===== config.mk =====
export PLATFORM = sky130hd
export DESIGN_NAME = prbs_chk_regs_flat
export DESIGN_NICKNAME = d
export VERILOG_FILES = /design/src/source/prbs_chk_data_pkg.sv /design/src/source/prbs_chk_cfg_pkg.sv /design/src/source/prbs_chk_cfg_if.sv /design/src/source/prbs_chk_regs.sv /design/src/flat_wrapper.sv
export VERILOG_INCLUDE_DIRS = /design/src /design/src/source
export SDC_FILE = /design/constraint.sdc
export NUM_CORES = 1
export LEC_CHECK = 0
export BUFFER_PORTS_ARGS = -buffer_cell sky130_fd_sc_hd__buf_2
export CAP_MARGIN = 20
export CORE_ASPECT_RATIO = 1.75
export CORE_MARGIN = 1
export CORE_UTILIZATION = 51
export CTS_BUF_LIST = sky130_fd_sc_hd__clkbuf_4 sky130_fd_sc_hd__clkbuf_8
export DETAILED_ROUTE_END_ITERATION = 12
export PLACE_DENSITY = 0.95
export SYNTH_ARGS = -nofsm -noshare
export SYNTH_HDL_FRONTEND = slang
export SYNTH_SLANG_ARGS = --single-unit

===== constraint.sdc =====
create_clock -name clk -period 6.36 [get_ports clk]
set_clock_uncertainty 0.2 [all_clocks]
set_input_delay 1.272 -clock clk [delete_from_list [all_inputs] [get_ports clk]]
set_output_delay 1.272 -clock clk [all_outputs]
set_load 0.05 [all_outputs]

===== src/source/prbs_chk_defs.svh =====
`ifndef PRBS_CHK_DEFS_SVH
`define PRBS_CHK_DEFS_SVH

// data path
`define PRBS_DATA_W 64
`define PRBS_BYTE_W 3

// lock and tolerance counters
`define PRBS_CNT_W 4
`define PRBS_ERR_W 32

// axi4-lite register map
`define PRBS_AXI_AW 4
`define PRBS_REG_CTRL 4'h0
`define PRBS_REG_CLEAR 4'h4
`define PRBS_REG_STATUS 4'h8
`define PRBS_REG_ERR 4'hC

`endif


===== src/source/prbs_chk_data_pkg.sv =====
`include "prbs_chk_defs.svh"

package prbs_chk_data_pkg;

   typedef logic [`PRBS_DATA_W-1:0] prbs_word_t;
   typedef logic [`PRBS_BYTE_W-1:0] byte_idx_t;  // highest valid byte

   // codes outside the list behave as prbs7
   typedef enum logic [2:0] {
      PRBS7  = 3'd0,  // x^7 + x^6 + 1
      PRBS15 = 3'd1,  // x^15 + x^14 + 1
      PRBS31 = 3'd2   // x^31 + x^28 + 1
   } prbs_mode_e;

endpackage


===== src/source/prbs_chk_cfg_pkg.sv =====
`include "prbs_chk_defs.svh"

package prbs_chk_cfg_pkg;
   import prbs_chk_data_pkg::*;

   // control register at offset 0x0
   typedef struct packed {
      logic [`PRBS_CNT_W-1:0] match_cnt;      // matches before lock, minus one
      logic [`PRBS_CNT_W-1:0] tolerance;      // beats before checking is forced
      logic                   rsvd;
      logic                   lock_continue;  // count consecutive matches only
      logic                   load;           // reseed from input on every beat
      logic                   order;          // incoming word is inverted
      prbs_mode_e             mode;
      logic                   chk_en;
   } prbs_ctrl_t;

   typedef struct packed {
      logic                   check;
      logic                   fail;
      logic [`PRBS_ERR_W-1:0] err_count;
   } prbs_status_t;

endpackage


===== src/source/prbs_chk_cfg_if.sv =====
interface prbs_chk_cfg_if import prbs_chk_cfg_pkg::*; ();

   prbs_ctrl_t   ctrl;
   logic         err_clear;  // single cycle strobe
   prbs_status_t status;

   // register block side
   modport regs (
      output ctrl,
      output err_clear,
      input  status
   );

   modport chk (
      input  ctrl,
      input  err_clear,
      output status
   );

endinterface


===== src/source/prbs_chk_regs.sv =====
`include "prbs_chk_defs.svh"

module prbs_chk_regs import prbs_chk_cfg_pkg::*; (
   input  logic                    clk,
   input  logic                    rst_n,
   input  logic [`PRBS_AXI_AW-1:0] awaddr,
   input  logic                    awvalid,
   output logic                    awready,
   input  logic [31:0]             wdata,
   input  logic [3:0]              wstrb,
   input  logic                    wvalid,
   output logic                    wready,
   output logic [1:0]              bresp,
   output logic                    bvalid,
   input  logic                    bready,
   input  logic [`PRBS_AXI_AW-1:0] araddr,
   input  logic                    arvalid,
   output logic                    arready,
   output logic [31:0]             rdata,
   output logic [1:0]              rresp,
   output logic                    rvalid,
   input  logic                    rready,
   prbs_chk_cfg_if.regs            cfg
);

   prbs_ctrl_t              ctrl_q;
   logic                    clear_q;
   logic                    aw_full;
   logic                    w_full;
   logic [`PRBS_AXI_AW-1:0] aw_addr_q;
   logic [31:0]             w_data_q;
   logic [3:0]              w_strb_q;
   logic                    aw_hs;
   logic                    w_hs;
   logic                    wr_fire;
   logic [`PRBS_AXI_AW-1:0] wr_addr;
   logic [31:0]             wr_data;
   logic [3:0]              wr_strb;
   logic [15:0]             ctrl_wr;
   logic [31:0]             rd_word;

   // no new write accepted while a response is pending
   assign awready = ~aw_full & ~bvalid;
   assign wready  = ~w_full & ~bvalid;
   assign arready = ~rvalid;
   assign bresp   = 2'b00;
   assign rresp   = 2'b00;

   assign aw_hs   = awvalid & awready;
   assign w_hs    = wvalid & wready;
   assign wr_fire = (aw_full | aw_hs) & (w_full | w_hs);
   assign wr_addr = aw_full ? aw_addr_q : awaddr;  // bypass when taken this cycle
   assign wr_data = w_full ? w_data_q : wdata;
   assign wr_strb = w_full ? w_strb_q : wstrb;

   always_comb begin
      ctrl_wr = ctrl_q;
      if (wr_strb[0]) begin
         ctrl_wr[7:0] = wr_data[7:0];
      end
      if (wr_strb[1]) begin
         ctrl_wr[15:8] = wr_data[15:8];
      end
      ctrl_wr[7] = 1'b0;  // reserved
   end

   always_comb begin
      case (araddr)
         `PRBS_REG_CTRL:   rd_word = {16'h0000, ctrl_q};
         `PRBS_REG_STATUS: rd_word = {30'd0, cfg.status.fail, cfg.status.check};
         `PRBS_REG_ERR:    rd_word = cfg.status.err_count;
         default:          rd_word = 32'd0;
      endcase
   end

   always_ff @(posedge clk or negedge rst_n) begin
      if (!rst_n) begin
         aw_full <= 1'b0;
         w_full  <= 1'b0;
         bvalid  <= 1'b0;
         ctrl_q  <= '0;
         clear_q <= 1'b0;
      end else begin
         clear_q <= 1'b0;
         if (wr_fire) begin
            aw_full <= 1'b0;
            w_full  <= 1'b0;
            bvalid  <= 1'b1;
            if (wr_addr == `PRBS_REG_CTRL) begin
               ctrl_q <= prbs_ctrl_t'(ctrl_wr);
            end
            clear_q <= (wr_addr == `PRBS_REG_CLEAR) & wr_data[0];
         end else begin
            if (aw_hs) aw_full <= 1'b1;
            if (w_hs) w_full <= 1'b1;
            if (bvalid && bready) bvalid <= 1'b0;
         end
      end
   end

   always_ff @(posedge clk) begin
      if (aw_hs) aw_addr_q <= awaddr;
      if (w_hs) begin
         w_data_q <= wdata;
         w_strb_q <= wstrb;
      end
      if (arvalid && arready) rdata <= rd_word;
   end

   always_ff @(posedge clk or negedge rst_n) begin
      if (!rst_n) begin
         rvalid <= 1'b0;
      end else if (arvalid && arready) begin
         rvalid <= 1'b1;
      end else if (rready) begin
         rvalid <= 1'b0;
      end
   end

   assign cfg.ctrl      = ctrl_q;
   assign cfg.err_clear = clear_q;

endmodule


===== src/flat_wrapper.sv =====
// flat-port wrapper written by rule: the top's interface ports become plain ports
module prbs_chk_regs_flat import prbs_chk_cfg_pkg::*;
  (clk, rst_n, awaddr, awvalid, awready, wdata, wstrb, wvalid, wready, bresp, bvalid, bready, araddr, arvalid, arready, rdata, rresp, rvalid, rready, cfg_ctrl, cfg_err_clear, cfg_status);
  prbs_chk_cfg_if cfg_i ();
  input  logic clk;
  input  logic rst_n;
  input  logic [`PRBS_AXI_AW-1:0] awaddr;
  input  logic awvalid;
  output logic awready;
  input  logic [31:0] wdata;
  input  logic [3:0] wstrb;
  input  logic wvalid;
  output logic wready;
  output logic [1:0] bresp;
  output logic bvalid;
  input  logic bready;
  input  logic [`PRBS_AXI_AW-1:0] araddr;
  input  logic arvalid;
  output logic arready;
  output logic [31:0] rdata;
  output logic [1:0] rresp;
  output logic rvalid;
  input  logic rready;
  output wire logic [$bits(cfg_i.ctrl)-1:0] cfg_ctrl;
  output wire logic [$bits(cfg_i.err_clear)-1:0] cfg_err_clear;
  input wire logic [$bits(cfg_i.status)-1:0] cfg_status;
  assign cfg_ctrl = cfg_i.ctrl;
  assign cfg_err_clear = cfg_i.err_clear;
  assign cfg_i.status = cfg_status;
  prbs_chk_regs u_core (.clk(clk), .rst_n(rst_n), .awaddr(awaddr), .awvalid(awvalid), .awready(awready), .wdata(wdata), .wstrb(wstrb), .wvalid(wvalid), .wready(wready), .bresp(bresp), .bvalid(bvalid), .bready(bready), .araddr(araddr), .arvalid(arvalid), .arready(arready), .rdata(rdata), .rresp(rresp), .rvalid(rvalid), .rready(rready), .cfg(cfg_i));
endmodule

Yosys cells after proc, flatten, opt, wreduce, memory -nomap -nowiden
Cells that the tools add are included.

operators by class
  add/sub/neg operators = 0
  multipliers = 0
  div/mod/pow operators = 0
  magnitude comparators = 0
  equal/unequal tests = 3
  shift operators = 0
  muxes and demuxes = 13
  bitwise operators = 12
  reduce and logical (&&, ||, !) cells = 10

operators with widths
  kind                                                                    number
  32-bit one-hot mux with 3 select lines                                  1
  16-bit 2-to-1 mux                                                       1
  1-bit 2-to-1 mux                                                        9
  4-bit equality test (second input constant)                             2
  4-bit logical NOT                                                       2
  2-bit nonzero test                                                      4
  1-bit bitwise AND                                                       6
  3-bit AND reduction                                                     2
  4-bit by 3-bit equality test with 1-bit output (second input constant)  1
  4-bit 2-to-1 mux                                                        1
  1-bit NOT                                                               4
  1-bit logical AND                                                       2
  2-bit 2-to-1 mux                                                        1
  1-bit bitwise OR                                                        2

storage, ports and cells
  bits in registers = 74
  latch bits = 0
  RAM bits = 0
  memory bits (read-only) = 0
  bits of input ports = 85
  memories = 0

Longest topological paths before layout
  word-level depth = 6
  gate-level depth with buffers = 5
  mapped depth without buffers = 4

Least setup slack after synthesis
Ideal clock, no wire load.

  path type = input -> register
  from = in arvalid
  to = reg u_core.rdata[0], enable pin
  setup time = 0.425 ns
  arrival time = 2.742 ns
  required time = 5.735 ns
  setup slack = 2.993 ns
  cell stages on the path = 1
  path buffers = 0
  path through = nor2b_1

between the ends
  word-level cells in the longest chain between the ends = 1

ends and longest elaborated chain
  item                  RTL line              source
  start, declared       flat_wrapper.sv:18    input logic arvalid;
  1-bit logical AND     prbs_chk_regs.sv:107  if (arvalid && arready) rdata <= rd_word;
  end signal, assigned  prbs_chk_regs.sv:107
  end, declared         prbs_chk_regs.sv:19   output logic [31:0] rdata,

No other way between the ends.
A chain may end at the register's enable or synchronous reset.

Worst setup path in the final report
  from = reg u_core.w_full
  to = out wready

between the ends
  word-level cells in the longest chain between the ends = 2

ends and longest elaborated chain
  item                    RTL line             source
  start, declared         prbs_chk_regs.sv:29  logic w_full;
  start signal, assigned  prbs_chk_regs.sv:79  w_full <= 1'b0;
  start signal, assigned  prbs_chk_regs.sv:87  w_full <= 1'b0;
  start signal, assigned  prbs_chk_regs.sv:95  if (w_hs) w_full <= 1'b1;
  1-bit NOT               prbs_chk_regs.sv:44  assign wready = ~w_full & ~bvalid;
  1-bit bitwise AND       prbs_chk_regs.sv:44
  end, declared           flat_wrapper.sv:13   output logic wready;

No other way between the ends.

==> flow_metrics.py <==
metrics = {
    "run_status": {
        "status": "finished clean",
    },
    "synthesis": {
        "synth_xor_area_share_pct": 0,
        "synth.avg_cell_area_um2": 15.9,
        "synth_area_leaders": "edfxtp_1 54%, dfrtp_1 17%, mux2_2 12%",
        "synth_area_um2": 2970,
        "synth_fa_ha_area_share_pct": 0,
        "synth_top_flop_cell": "edfxtp_1",
        "synthMuxAreaShare_pct": 13.1,
        "syn-instance-count": 187,
        "synth_compound_area_share_pct": 5.81,
        "yosys.area.top_type_share_pct": 53.6,
        "synth_commonest_cells": "53 x edfxtp_1, 32 x mux2_2, 20 x dfrtp_1",
        "synth_simple_gate_area_share_pct": 7.79,
        "yosysTopAreaCell": "edfxtp_1",
        "yosysMostFrequentCell": "edfxtp_1",
        "synth_top_family_by_area": "multiplexers",
        "yosys_register_bits": 73,
        "synth_edf_count": 53,
        "ys_seq_area_share_pct": 70.4,
        "yosysWarnings": 0,
        "synth_cell_types": 28,
        "async_flop_share_pct": 27.4,
    },
    "sta": {
        "tightestPinTransition_ns": 0.859,
        "fmax_mhz": 323,
        "finalCriticalPeriod_ns": 3.09,
        "setup_viol": 0,
        "slew_headroom_pct": 42.8,
        "finalWorstSetupSlack_ns": 3.27,
        "hold_viol": 0,
        "slew_violations": 0,
        "rsz0062_at_grt": "false",
        "fin_hold_ws_ns": 0.342,
        "fin_setup_tns_ns": 0,
        "period_share_pct": 48.6,
    },
    "clocking": {
        "cts_tree": "built",
        "insertion_delay_ns": 0.34,
        "clk_path_buf_depth": 2,
        "cts_resized": 0,
        "cts_buffers": 9,
        "cts-root-buf": "clkbuf_8",
        "ctsHtreeMaxLevel": 3,
        "hold_buffers": 0,
        "clkSinkCount": 73,
        "clk_pin_slew_worst_paths_ns": 0.07,
        "cts_setup_buffers": 0,
    },
    "cells_and_area": {
        "layoutNonFillerInstCount": 393,
        "final_area_um2": 3820,
        "syn2layout_area_growth_pct": 28.6,
        "antennaDiodeCount": 0,
        "final_net_count": 397,
        "drive_above_1_share_pct": 55.5,
        "nFillCells": 429,
        "fin_util_pct": 68.4,
    },
    "die": {
        "die-area_um2": 6150,
        "coreArea_um2": 5590,
        "ios": 143,
        "die_w_um": 59.7,
        "num_rows": 36,
        "initial_utilization_pct": 53.2,
        "die_h_um": 103,
    },
    "route": {
        "drc": 0,
        "wl_um": 5990,
        "wl_per_cell_um": 15.2,
        "num_vias": 1997,
        "drt_iter0_markers": 58,
        "drt-pass1-iter-count": 4,
        "viasPerCell": 5.08,
        "antenna_left": 0,
    },
    "critical_path": {
        "crit_chain": "nor2_1, buf_2",
        "crit_path_end_kind": "output pin",
        "cpMaxStageDelayCell": "dfrtp_1",
        "crit_fanout": 19,
        "cp.required_ns": 4.89,
        "crit_arrival_ns": 1.62,
        "rrSetupSlack_ns": 3.57,
        "critPathLaunchType": "register",
        "path_class": "register to output pin",
        "cpPeakStageDelay_ns": 0.90,
    },
    "power_and_ir_drop": {
        "ir_drop_v": 0.000295,
        "power_leakage_nw": 1.72,
        "power_mw": 1.58,
        "p_per_area_nw_per_um2": 413,
    },
    "global_route": {
        "antenna_found_initial": 0,
        "grt_pass1_wl_um": 8980,
        "grt_remaining_overflow": 0,
        "track_usage_pct": 20.8,
        "grt_max_degree": 34,
        "grt_pass1_vias": 1969,
    },
    "placed_design": {
        "dp.cells": 377,
        "gp_congestion": 0.803,
        "pre_cts_ws_ns": 2.94,
        "placed_area_um2": 3650,
        "port_buffers": 118,
        "post-dp-hpwl_um": 4580,
    },
    "hold_path": {
        "min_path_type": "register to register",
    },
    "job": {
        "max_cap_violations": 0,
    },
}
==> power breakdown <==
| group | total, mW | switching (mW) | internal [mW] |
|---|---|---|---|
| clock | 0.318 | 0.151 | 0.168 |
| sequential | 0.706 | 0.0805 | 0.625 |
| combinational | 0.552 | 0.391 | 0.161 |
| total | 1.58 | 0.622 | 0.954 |
==> cell usage in the layout, fill, tap and decap left out, types with 6 or more instances in the layout <==
master	count
a22o_1	13
and2_1	19
buf_2	118
clkbuf_4	6
clkbuf_8	9
dfrtp_1	20
edfxtp_1	53
mux2_2	32
==> area by class of cell <==
cell class	instances	area [um^2]	share of cell area [%]
multi-input cells	102	827	21.7
clock inverters	1	5.00	0.131
flip-flops and latches	73	2090	54.8
clock buffers	15	169	4.42
repair buffers	121	613	16.0
well taps	76	95.1	2.49
inverters	5	18.8	0.491
==> registers in the layout (all words and copies together), names as in the netlist <==
register / count
u_core.cfg.ctrl: 15
u_core.w_data_q: 15
u_core.w_strb_q: 2
u_core.aw_addr_q: 4
u_core.rdata: 32
u_core.w_full: 1
u_core.cfg.err_clear: 1
u_core.rvalid: 1
u_core.bvalid: 1
u_core.aw_full: 1
==> layer usage <==
metal | routed length [um] | global-route usage (%)
met4 | 221 | 12.3
met3 | 380 | 6.02
met1 | 2070 | 21.4
met5 | 0 | 0
met2 | 3320 | 36.5
==> path summary, 6_finish.rpt <==
| kind | start | cells after the start | endpoint |
|---|---|---|---|
| worst min-delay path | u_core.cfg.ctrl[10]$_DFFE_PN0P_ | 1 | u_core.cfg.ctrl[10]$_DFFE_PN0P_ |
| max in group asynchronous | rst_n | 1 | u_core.cfg.err_clear$_DFF_PN0_ |
| worst min register to register | u_core.cfg.ctrl[10]$_DFFE_PN0P_ | 1 | u_core.cfg.ctrl[10]$_DFFE_PN0P_ |
| worst max-delay path | u_core.w_full$_DFFE_PN0P_ | 2 | wready |
| worst max register to register | u_core.w_full$_DFFE_PN0P_ | 4 | u_core.cfg.ctrl[5]$_DFFE_PN0P_ |
| min in group asynchronous | rst_n | 1 | u_core.rvalid$_DFFE_PN0P_ |
==> worst max-delay path, delay by kind of cell, from the launching register on <==
kind / cells / cell delay (ns)
buf+inv: 1 / 0.25
flops: 1 / 0.90
simple gates: 1 / 0.13
==> logic make-up after synthesis <==
group                  Yosys count
DFF                             73
muxes                           35
buffers and inverters           16
AOI/OAI and AO/OA               22
other                            1
and+or+nand+nor                 40
(Power assumes the default switching activity.)
